<file path="src/rtl/entropy_pkg.sv">
/*
  Shared widths, types and constants for the entropy generator.
  Every RTL file refers to these by scoped name (entropy_pkg::name).
*/
package entropy_pkg;

  // Seed word from software or the entropy network
  typedef logic [31:0] seed_t;

  // Random output word and generator state
  typedef logic [63:0] rand_t;

  // Wait timer limit/value and its prescaler reload
  typedef logic [15:0] timer_t;
  typedef logic [9:0]  prescaler_t;

  // Hash operation count and threshold
  typedef logic [9:0] hash_cnt_t;

  // Seed source selected by software
  typedef enum logic [1:0] {
    ModeNone = 2'h0,
    ModeSw   = 2'h2,
    ModeEdn  = 2'h1
  } entropy_mode_e;

  // Error codes reported to software
  typedef enum logic [7:0] {
    ErrNone             = 8'h00,
    ErrWaitTimerExpired = 8'h04,
    ErrIncorrectMode    = 8'h05
  } err_code_e;

  // Error report, valid for a single cycle
  typedef struct packed {
    logic        valid;
    err_code_e   code;
    logic [23:0] info;
  } err_t;

  // Buffer contents out of reset, handed out as the dummy word
  localparam rand_t ResetRandDefault = 64'h9e37_79b9_7f4a_7c15;

  // Xorshift64 shift amounts
  localparam int unsigned XsShiftA = 13;
  localparam int unsigned XsShiftB = 7;
  localparam int unsigned XsShiftC = 17;

endpackage

</file>
<file path="src/rtl/wait_timer.sv">
/*
  Prescaled down-counter bounding the wait for network entropy.
  A zero limit disables expiry.
*/
`timescale 1ns/1ns

module wait_timer (
  input  logic                    clk_i,
  input  logic                    rst_ni,
  input  logic                    timer_update_i,
  input  logic                    timer_enable_i,
  input  entropy_pkg::timer_t     limit_i,
  input  entropy_pkg::prescaler_t prescaler_i,
  output logic                    expired_o,
  output entropy_pkg::timer_t     value_o
);

  entropy_pkg::prescaler_t presc_reload_q, presc_cnt_q;
  entropy_pkg::timer_t     value_q;
  logic                    nonzero_q, expired_q;
  logic                    tick;

  // Prescaler wrap gives one timer step
  assign tick = timer_enable_i && (presc_cnt_q == '0);

  always_ff @(posedge clk_i or negedge rst_ni) begin
    if (!rst_ni) begin
      presc_reload_q <= '0;
      presc_cnt_q    <= '0;
      value_q        <= '0;
      nonzero_q      <= 1'b0;
      expired_q      <= 1'b0;
    end else if (timer_update_i) begin
      presc_reload_q <= prescaler_i;
      presc_cnt_q    <= prescaler_i;
      value_q        <= limit_i;
      nonzero_q      <= |limit_i;
      expired_q      <= 1'b0;
    end else begin
      if (tick) begin
        presc_cnt_q <= presc_reload_q;
      end else if (timer_enable_i) begin
        presc_cnt_q <= presc_cnt_q - 1'b1;
      end
      if (tick && (value_q != '0)) begin
        value_q <= value_q - 1'b1;
      end
      // Only a non-zero limit can run out
      if (timer_enable_i && (value_q == '0) && nonzero_q) begin
        expired_q <= 1'b1;
      end
    end
  end

  assign expired_o = expired_q;
  assign value_o   = value_q;

  // The FSM loads the timer and runs it in separate states
  update_enable_excl_a : assert property (@(posedge clk_i) disable iff (!rst_ni)
    !(timer_update_i && timer_enable_i));

endmodule

</file>
<file path="src/rtl/hash_counter.sv">
/*
  Counts finished hash operations (falling edges of in_keyblock_i).
  Flags a reseed once a non-zero threshold is reached.
*/
`timescale 1ns/1ns

module hash_counter (
  input  logic                   clk_i,
  input  logic                   rst_ni,
  input  logic                   in_keyblock_i,
  input  logic                   clr_i,
  input  logic                   refresh_i,
  input  entropy_pkg::hash_cnt_t threshold_i,
  input  logic                   hit_clr_i,
  output entropy_pkg::hash_cnt_t cnt_o,
  output logic                   hit_o
);

  entropy_pkg::hash_cnt_t cnt_q;
  logic                   keyblock_q;
  logic                   hit, hit_q;
  logic                   done;

  // Keyblock phase just ended
  assign done = keyblock_q && !in_keyblock_i;

  assign hit = (threshold_i != '0) && (threshold_i <= cnt_q);

  always_ff @(posedge clk_i or negedge rst_ni) begin
    if (!rst_ni) begin
      keyblock_q <= 1'b0;
      cnt_q      <= '0;
      hit_q      <= 1'b0;
    end else begin
      keyblock_q <= in_keyblock_i;
      // Count restarts after a clear, a refresh or a hit
      if (clr_i || refresh_i || hit) begin
        cnt_q <= '0;
      end else if (done) begin
        cnt_q <= cnt_q + 1'b1;
      end
      // Hit held until the FSM starts the reseed
      if (hit_clr_i) begin
        hit_q <= 1'b0;
      end else if (hit) begin
        hit_q <= 1'b1;
      end
    end
  end

  assign cnt_o = cnt_q;
  assign hit_o = hit_q;

endmodule

</file>
<file path="src/rtl/prng_buffer.sv">
/*
  Xorshift64 generator with its output buffer register.
  Seed load puts the seed in the upper half and its inverse in the lower
  half; each advance steps once and copies the new state to the output.
*/
`timescale 1ns/1ns

module prng_buffer #(
  parameter entropy_pkg::rand_t ResetRand = entropy_pkg::ResetRandDefault
) (
  input  logic               clk_i,
  input  logic               rst_ni,
  input  logic               seed_load_i,
  input  logic               seed_sel_edn_i,
  input  entropy_pkg::seed_t sw_seed_i,
  input  entropy_pkg::seed_t edn_seed_i,
  input  logic               advance_i,
  output entropy_pkg::rand_t rand_o
);

  entropy_pkg::seed_t seed;
  entropy_pkg::rand_t state_q, state_next, buf_q;

  // One xorshift64 step
  function automatic entropy_pkg::rand_t xs_step(entropy_pkg::rand_t x);
    entropy_pkg::rand_t y;
    y = x ^ (x << entropy_pkg::XsShiftA);
    y = y ^ (y >> entropy_pkg::XsShiftB);
    y = y ^ (y << entropy_pkg::XsShiftC);
    return y;
  endfunction

  // Source follows the latched mode
  assign seed       = seed_sel_edn_i ? edn_seed_i : sw_seed_i;
  assign state_next = xs_step(state_q);

  always_ff @(posedge clk_i or negedge rst_ni) begin
    if (!rst_ni) begin
      state_q <= ResetRand;
      buf_q   <= ResetRand;
    end else if (seed_load_i) begin
      state_q <= {seed, ~seed};
    end else if (advance_i) begin
      state_q <= state_next;
      // Buffer keeps generator glitches away from the masked core
      buf_q   <= state_next;
    end
  end

  assign rand_o = buf_q;

  load_advance_excl_a : assert property (@(posedge clk_i) disable iff (!rst_ni)
    !(seed_load_i && advance_i));

endmodule

</file>
<file path="src/rtl/entropy_fsm.sv">
/*
  Control FSM of the entropy generator.
  Seeds the generator from software or the entropy network, keeps the
  valid flag, holds open network requests and reports errors.
*/
`timescale 1ns/1ns

module entropy_fsm (
  input  logic                       clk_i,
  input  logic                       rst_ni,
  output logic                       entropy_req_o,
  input  logic                       entropy_ack_i,
  output logic                       rand_valid_o,
  output logic                       rand_early_o,
  input  logic                       rand_update_i,
  input  logic                       rand_consumed_i,
  input  entropy_pkg::entropy_mode_e mode_i,
  input  logic                       entropy_ready_i,
  input  logic                       seed_update_i,
  input  logic                       entropy_refresh_req_i,
  input  logic                       threshold_hit_i,
  output logic                       threshold_hit_clr_o,
  output logic                       timer_update_o,
  output logic                       timer_enable_o,
  input  logic                       timer_expired_i,
  input  entropy_pkg::timer_t        timer_value_i,
  output logic                       seed_load_o,
  output logic                       seed_sel_edn_o,
  output logic                       advance_o,
  output entropy_pkg::err_t          err_o,
  input  logic                       err_processed_i
);

  typedef enum logic [2:0] {
    Reset,
    Edn,
    SwSeedWait,
    Generate,
    Ready,
    ErrWaitExpired,
    ErrIncorrectMode,
    Err
  } state_e;

  state_e state_q, state_d;

  // Mode is latched when leaving Reset
  entropy_pkg::entropy_mode_e mode_q;
  logic                       mode_latch;

  // Valid flag: direct set, delayed set via the early flag, clear
  logic valid_set, valid_clear, gen_set;
  logic valid_q, early_q;

  // Seed load of the previous cycle, tells Generate to step the generator
  logic seeded_q;

  // Network request and its hold until acknowledged
  logic entropy_req;
  logic req_hold_q;

  ////////////////////
  // Registers
  ////////////////////

  always_ff @(posedge clk_i or negedge rst_ni) begin
    if (!rst_ni) begin
      state_q    <= Reset;
      mode_q     <= entropy_pkg::ModeNone;
      valid_q    <= 1'b0;
      early_q    <= 1'b0;
      seeded_q   <= 1'b0;
      req_hold_q <= 1'b0;
    end else begin
      state_q  <= state_d;
      early_q  <= gen_set;
      seeded_q <= seed_load_o;
      // Request stays up until an acknowledge is seen
      req_hold_q <= (req_hold_q | entropy_req) & ~entropy_ack_i;
      if (mode_latch) begin
        mode_q <= mode_i;
      end
      // Set wins over clear
      if (valid_set || early_q) begin
        valid_q <= 1'b1;
      end else if (valid_clear) begin
        valid_q <= 1'b0;
      end
    end
  end

  assign rand_valid_o   = valid_q;
  // One cycle warning ahead of valid after a fresh word
  assign rand_early_o   = early_q;
  assign entropy_req_o  = entropy_req | req_hold_q;
  assign seed_sel_edn_o = (mode_q == entropy_pkg::ModeEdn);

  ////////////////////
  // Next state
  ////////////////////

  always_comb begin
    state_d             = state_q;
    mode_latch          = 1'b0;
    valid_set           = 1'b0;
    valid_clear         = 1'b0;
    gen_set             = 1'b0;
    entropy_req         = 1'b0;
    timer_update_o      = 1'b0;
    timer_enable_o      = 1'b0;
    threshold_hit_clr_o = 1'b0;
    seed_load_o         = 1'b0;
    advance_o           = 1'b0;
    err_o               = '{valid: 1'b0, code: entropy_pkg::ErrNone, info: '0};

    unique case (state_q)
      Reset: begin
        if (entropy_ready_i) begin
          // Drop the dummy word and pick up the configured mode
          valid_clear = 1'b1;
          mode_latch  = 1'b1;
          if (mode_i == entropy_pkg::ModeSw) begin
            state_d = SwSeedWait;
          end else if (mode_i == entropy_pkg::ModeEdn) begin
            timer_update_o = 1'b1;
            state_d        = Edn;
          end else begin
            state_d = ErrIncorrectMode;
          end
        end else begin
          // Dummy word lets consumers run before software sets up
          valid_set = 1'b1;
        end
      end

      SwSeedWait: begin
        if (seed_update_i) begin
          seed_load_o = 1'b1;
          state_d     = Generate;
        end
      end

      Edn: begin
        entropy_req    = 1'b1;
        timer_enable_o = 1'b1;
        if (timer_expired_i) begin
          state_d = ErrWaitExpired;
        end else if (entropy_ack_i) begin
          // Network seed taken in the acknowledge cycle
          seed_load_o = 1'b1;
          valid_clear = 1'b1;
          state_d     = Generate;
        end else if (rand_update_i || rand_consumed_i) begin
          // Old word still in use while the reseed is pending
          advance_o   = 1'b1;
          valid_clear = rand_consumed_i;
        end
      end

      Generate: begin
        // Step past the raw seed, valid follows one cycle after early
        advance_o = seeded_q;
        gen_set   = 1'b1;
        state_d   = Ready;
      end

      Ready: begin
        if (rand_update_i || rand_consumed_i) begin
          advance_o = 1'b1;
          if (rand_consumed_i) begin
            valid_clear = 1'b1;
            state_d     = Generate;
          end
        end else if ((mode_q == entropy_pkg::ModeEdn) &&
                     (entropy_refresh_req_i || threshold_hit_i)) begin
          timer_update_o      = 1'b1;
          threshold_hit_clr_o = 1'b1;
          state_d             = Edn;
        end
      end

      ErrWaitExpired: begin
        err_o = '{valid: 1'b1, code: entropy_pkg::ErrWaitTimerExpired,
                  info: 24'(timer_value_i)};
        state_d = Err;
      end

      ErrIncorrectMode: begin
        err_o = '{valid: 1'b1, code: entropy_pkg::ErrIncorrectMode,
                  info: 24'(mode_q)};
        state_d = Err;
      end

      Err: begin
        // Keep the current hash going, still step on every use
        valid_set = 1'b1;
        advance_o = rand_update_i | rand_consumed_i;
        if (err_processed_i) begin
          state_d = Reset;
        end
      end

      default: begin
        state_d = Reset;
      end
    endcase
  end

  // Consumers use the word only while valid, or right after a reseed
  consume_when_valid_a : assert property (@(posedge clk_i) disable iff (!rst_ni)
    (rand_update_i || rand_consumed_i) |-> (rand_valid_o || $past(seed_load_o)));

endmodule

</file>
<file path="src/rtl/entropy_top.sv">
/*
  Entropy generator top level for the masked hashing core.
  Connects the control FSM, the network wait timer, the hash operation
  counter and the xorshift generator with its output buffer.
*/
`timescale 1ns/1ns

module entropy_top #(
  parameter entropy_pkg::rand_t ResetRand = entropy_pkg::ResetRandDefault
) (
  input  logic                       clk_i,
  input  logic                       rst_ni,
  // Entropy network link
  output logic                       entropy_req_o,
  input  logic                       entropy_ack_i,
  input  entropy_pkg::seed_t         entropy_data_i,
  // Consumer link
  output logic                       rand_valid_o,
  output logic                       rand_early_o,
  output entropy_pkg::rand_t         rand_data_o,
  input  logic                       rand_update_i,
  input  logic                       rand_consumed_i,
  // Status and configuration
  input  logic                       in_keyblock_i,
  input  entropy_pkg::entropy_mode_e mode_i,
  input  logic                       entropy_ready_i,
  input  logic                       seed_update_i,
  input  entropy_pkg::seed_t         seed_data_i,
  input  logic                       entropy_refresh_req_i,
  input  entropy_pkg::prescaler_t    wait_timer_prescaler_i,
  input  entropy_pkg::timer_t        wait_timer_limit_i,
  // Hash operation counter
  output entropy_pkg::hash_cnt_t     hash_cnt_o,
  input  logic                       hash_cnt_clr_i,
  input  entropy_pkg::hash_cnt_t     hash_threshold_i,
  // Error report
  output entropy_pkg::err_t          err_o,
  input  logic                       err_processed_i
);

  // FSM to timer
  logic                timer_update;
  logic                timer_enable;
  logic                timer_expired;
  entropy_pkg::timer_t timer_value;

  // FSM to hash counter
  logic threshold_hit;
  logic threshold_hit_clr;

  // FSM to generator
  logic seed_load;
  logic seed_sel_edn;
  logic advance;

  entropy_fsm u_fsm (
    .clk_i,
    .rst_ni,
    .entropy_req_o,
    .entropy_ack_i,
    .rand_valid_o,
    .rand_early_o,
    .rand_update_i,
    .rand_consumed_i,
    .mode_i,
    .entropy_ready_i,
    .seed_update_i,
    .entropy_refresh_req_i,
    .threshold_hit_i     (threshold_hit),
    .threshold_hit_clr_o (threshold_hit_clr),
    .timer_update_o      (timer_update),
    .timer_enable_o      (timer_enable),
    .timer_expired_i     (timer_expired),
    .timer_value_i       (timer_value),
    .seed_load_o         (seed_load),
    .seed_sel_edn_o      (seed_sel_edn),
    .advance_o           (advance),
    .err_o,
    .err_processed_i
  );

  wait_timer u_wait_timer (
    .clk_i,
    .rst_ni,
    .timer_update_i (timer_update),
    .timer_enable_i (timer_enable),
    .limit_i        (wait_timer_limit_i),
    .prescaler_i    (wait_timer_prescaler_i),
    .expired_o      (timer_expired),
    .value_o        (timer_value)
  );

  hash_counter u_hash_counter (
    .clk_i,
    .rst_ni,
    .in_keyblock_i,
    .clr_i       (hash_cnt_clr_i),
    .refresh_i   (entropy_refresh_req_i),
    .threshold_i (hash_threshold_i),
    .hit_clr_i   (threshold_hit_clr),
    .cnt_o       (hash_cnt_o),
    .hit_o       (threshold_hit)
  );

  prng_buffer #(
    .ResetRand (ResetRand)
  ) u_prng_buffer (
    .clk_i,
    .rst_ni,
    .seed_load_i    (seed_load),
    .seed_sel_edn_i (seed_sel_edn),
    .sw_seed_i      (seed_data_i),
    .edn_seed_i     (entropy_data_i),
    .advance_i      (advance),
    .rand_o         (rand_data_o)
  );

endmodule

</file>
<file path="config.mk">
export PLATFORM = sky130hd
export DESIGN_NAME = entropy_top
export DESIGN_NICKNAME = d
export VERILOG_FILES = /design/src/rtl/entropy_pkg.sv /design/src/rtl/wait_timer.sv /design/src/rtl/hash_counter.sv /design/src/rtl/prng_buffer.sv /design/src/rtl/entropy_fsm.sv /design/src/rtl/entropy_top.sv
export SDC_FILE = /design/constraint.sdc
export NUM_CORES = 1
export LEC_CHECK = 0
export ABC_AREA = 1
export BUFFER_PORTS_ARGS = -buffer_cell sky130_fd_sc_hd__buf_2
export CORE_ASPECT_RATIO = 0.75
export CORE_UTILIZATION = 25
export CTS_BUF_LIST = sky130_fd_sc_hd__clkbuf_2
export DETAILED_ROUTE_END_ITERATION = 8
export PLACE_DENSITY_LB_ADDON = 0.3
export RECOVER_POWER = 25
export SLEW_MARGIN = 30
export SYNTH_ARGS = -nofsm -noshare
export SYNTH_HDL_FRONTEND = slang
export SYNTH_HIERARCHICAL = 1
export SYNTH_SLANG_ARGS = --single-unit
</file>
<file path="constraint.sdc">
create_clock -name clk_i -period 5.5 [get_ports clk_i]
set_input_delay 1.1 -clock clk_i [delete_from_list [all_inputs] [get_ports clk_i]]
set_output_delay 1.1 -clock clk_i [all_outputs]
set_load 0.03 [all_outputs]
</file>
==> impl_metrics.json <==
{
  "initial_core_util": 0.2548,
  "syn-cell-area_um2": 12860,
  "drive_gt1_frac": 0.1795,
  "tns_ns": 0,
  "critPathLaunchType": "flop",
  "synth_top_family_by_area": "simple AND/OR/NAND/NOR gates",
  "die_h_um": 198.4,
  "first_pass_iters": 7,
  "status": "complete, but fails checks",
  "whs_ns": 0.2272,
  "yosysUniqueCellTypes": 42,
  "clock_latency_ns": 0.89,
  "grt_max_degree": 98,
  "crit_fanout": 17,
  "grt_pass1_vias": 12120,
  "synthAdderAreaFrac": 0.01363,
  "synth_compound_area_frac": 0.07299,
  "path_clk_slew_ns": 0.29,
  "fin_crit_sh": 0.6699,
  "critPathKind": "flop to output pin",
  "fillerInstances": 5628,
  "ys.flop_type": "dfrtp_1",
  "grt_pass1_wl_um": 72840,
  "synth-simple-area-share": 0.4143,
  "cts-root-buf": "clkbuf_2",
  "cp.required_ns": 4.40,
  "numCtsBuffers": 17,
  "cp.arrival_ns": 2.58,
  "maxCapViolCount": 1,
  "num_vias": 13330,
  "worstMarginPinSlew_ns": 1.691,
  "die_w_um": 263.9,
  "ys_ff_latch": 187,
  "rsz0062_at_grt": "false",
  "antenna_found_initial": 1,
  "gp_congestion": 0.9136,
  "slew_headroom": -0.1270,
  "drtIter0Drc": 1084,
  "routed_wl_um": 48600,
  "area_growth_pct": 13.49,
  "fin_crit_ns": 3.684,
  "seq_area_frac_synth": 0.3714,
  "fp-row-count": 71,
  "synth.area.mux_share": 0,
  "setup_violations": 0,
  "violations": "max-capacitance violations, max-slew violations",
  "end_kind": "output pin",
  "synth_edf_count": 0,
  "fin_worst_skew_ns": 0.04703,
  "cts_tree": "yes",
  "async_reset_ff_frac": 1.000,
  "io-pin-count": 223,
  "numPortBuffers": 208,
  "ctsHtreeMaxLevel": 4,
  "core_um2": 50460,
  "final_common_cell": "nand2_1",
  "drv_slew": 29,
  "hold_viol_final": 0,
  "clk_path_buf_depth": 2,
  "wl_per_cell_um": 17.23,
  "cts_sinks": 187,
  "via_per_inst": 4.728,
  "mostFrequentLayoutCells": "nand2_1 (1,002), buf_2 (207), inv_1 (173)",
  "nets": 2276,
  "postRouteAntennaNets": 0,
  "drcViolationCount": 0,
  "post_cts_resized": 0,
  "hp-class": "input port to asynchronous set/reset pin",
  "overflow": 0,
  "post_cts_buffers": 0,
  "yosysWarnings": 6,
  "hpwlAfterDp_um": 38430,
  "die_area_um2": 52350,
  "grt_use_total": 0.1848,
  "synthXorXnorAreaFrac": 0.02959,
  "syn_avg_cell_area_um2": 6.483,
  "fmax_mhz": 271.4,
  "synthCells": 1983,
  "ctsHoldBuffers": 0
}
-- cell usage after synthesis, drive strengths merged, types with 4 or more instances --
cell    count  area share
a31oi      45       0.022
xor2       27       0.020
dfstp      76        0.16
inv       185       0.054
o21ai      38       0.016
nand2    1015        0.30
buf        70       0.039
o211ai     19       0.011
o21bai      4      0.0026
ha         14       0.014
nor2      147       0.051
o22ai       4      0.0019
nor4        6      0.0029
xnor2      13       0.010
nand3b      5      0.0029
nand3     126       0.051
a21oi      47       0.019
clkbuf     17      0.0050
dfrtp     111        0.22
nand4       7      0.0034
-- path summary, 6_finish.rpt --
kind                                                      start                                         end  slack, ns  cells after the start
max reg2reg                        u_fsm/state_q[2]$_DFFE_PN0P_        u_prng_buffer/state_q[2]$_DFFE_PN1P_       2.33                     12
max in group asynchronous                                rst_ni         u_hash_counter/cnt_o[8]$_DFFE_PN0P_       3.21                      2
min reg2reg                u_prng_buffer/rand_o[53]$_DFFE_PN1P_        u_prng_buffer/rand_o[53]$_DFFE_PN1P_       0.49                      2
min in group clk_i                                in_keyblock_i         u_hash_counter/keyblock_q$_DFF_PN0_       0.32                      1
max                                u_fsm/state_q[1]$_DFFE_PN0P_                                   err_o[26]       1.82                      4
min                                                      rst_ni  u_wait_timer/presc_reload_q[0]$_DFFE_PN0P_       0.23                      1
-- registers in the layout, summed over array words and instances (netlist names) --
signal and cells:
u_fsm/seeded_q 1, u_wait_timer/nonzero_q 1, u_fsm/mode_q 2, u_hash_counter/hit_o 1, u_hash_counter/cnt_o 10, u_wait_timer/presc_reload_q 10
u_fsm/rand_early_o 1, u_wait_timer/presc_cnt_q 10, u_fsm/rand_valid_o 1, u_fsm/state_q 3, u_fsm/req_hold_q 1, u_wait_timer/expired_o 1
u_prng_buffer/state_q 64, u_hash_counter/keyblock_q 1, u_wait_timer/value_o 16, u_prng_buffer/rand_o 64
-- metal layers --
layer / up-vias / part of all wire / track usage
li1: 6475 / - / -
met1: 6346 / 0.49 / 0.2768
met2: 474 / 0.41 / 0.2642
met3: 39 / 0.088 / 0.04345
met4: 0 / 0.014 / 0.04156
met5: - / 0 / 0
-- critical path: stages (launching register included) --
cell,delay (ns)
dfrtp_1,0.56
inv_1,0.09
nand3_1,0.48
nand2_1,0.34
buf_2,0.24
-- metrics by stage --
step           utilization  cell area (um2)  std cells  setup WS, ns
2_1_floorplan            -            12900       1996         2.974
3_3_place_gp        0.2847            14360       2787         1.964
3_5_place_dp        0.2847            14360       2787         1.915
4_1_cts             0.2893            14600       2819         1.650
5_1_grt             0.2892            14590       2820         1.499
6_report            0.2892            14590       2820         1.816
-- area by class of cell --
| class | count | area (um2) | share of cell area |
|---|---|---|---|
| Antenna cell | 1 | 2.502 | 0.0001715 |
| Sequential cell | 187 | 4775 | 0.3272 |
| Clock inverter | 14 | 141.4 | 0.009690 |
| Multi-Input combinational cell | 1537 | 6913 | 0.4738 |
| Timing Repair Buffer | 221 | 1152 | 0.07898 |
| Clock buffer | 18 | 90.09 | 0.006174 |
| Tap cell | 657 | 822.0 | 0.05634 |
| Inverter | 185 | 694.4 | 0.04759 |
-- logic make-up after synthesis --
logic type               Yosys count
AO/OA/AOI/OAI                    158
XOR/XNOR                          40
adder cells (fa/ha/maj)           14
buffers and inverters            272
flip-flops                       187
other                              1
AND/OR/NAND/NOR                 1311
Power is left out: the tool's default activity adds up to more than one toggle a clock period on the data nets, which glitch-free logic cannot reach.
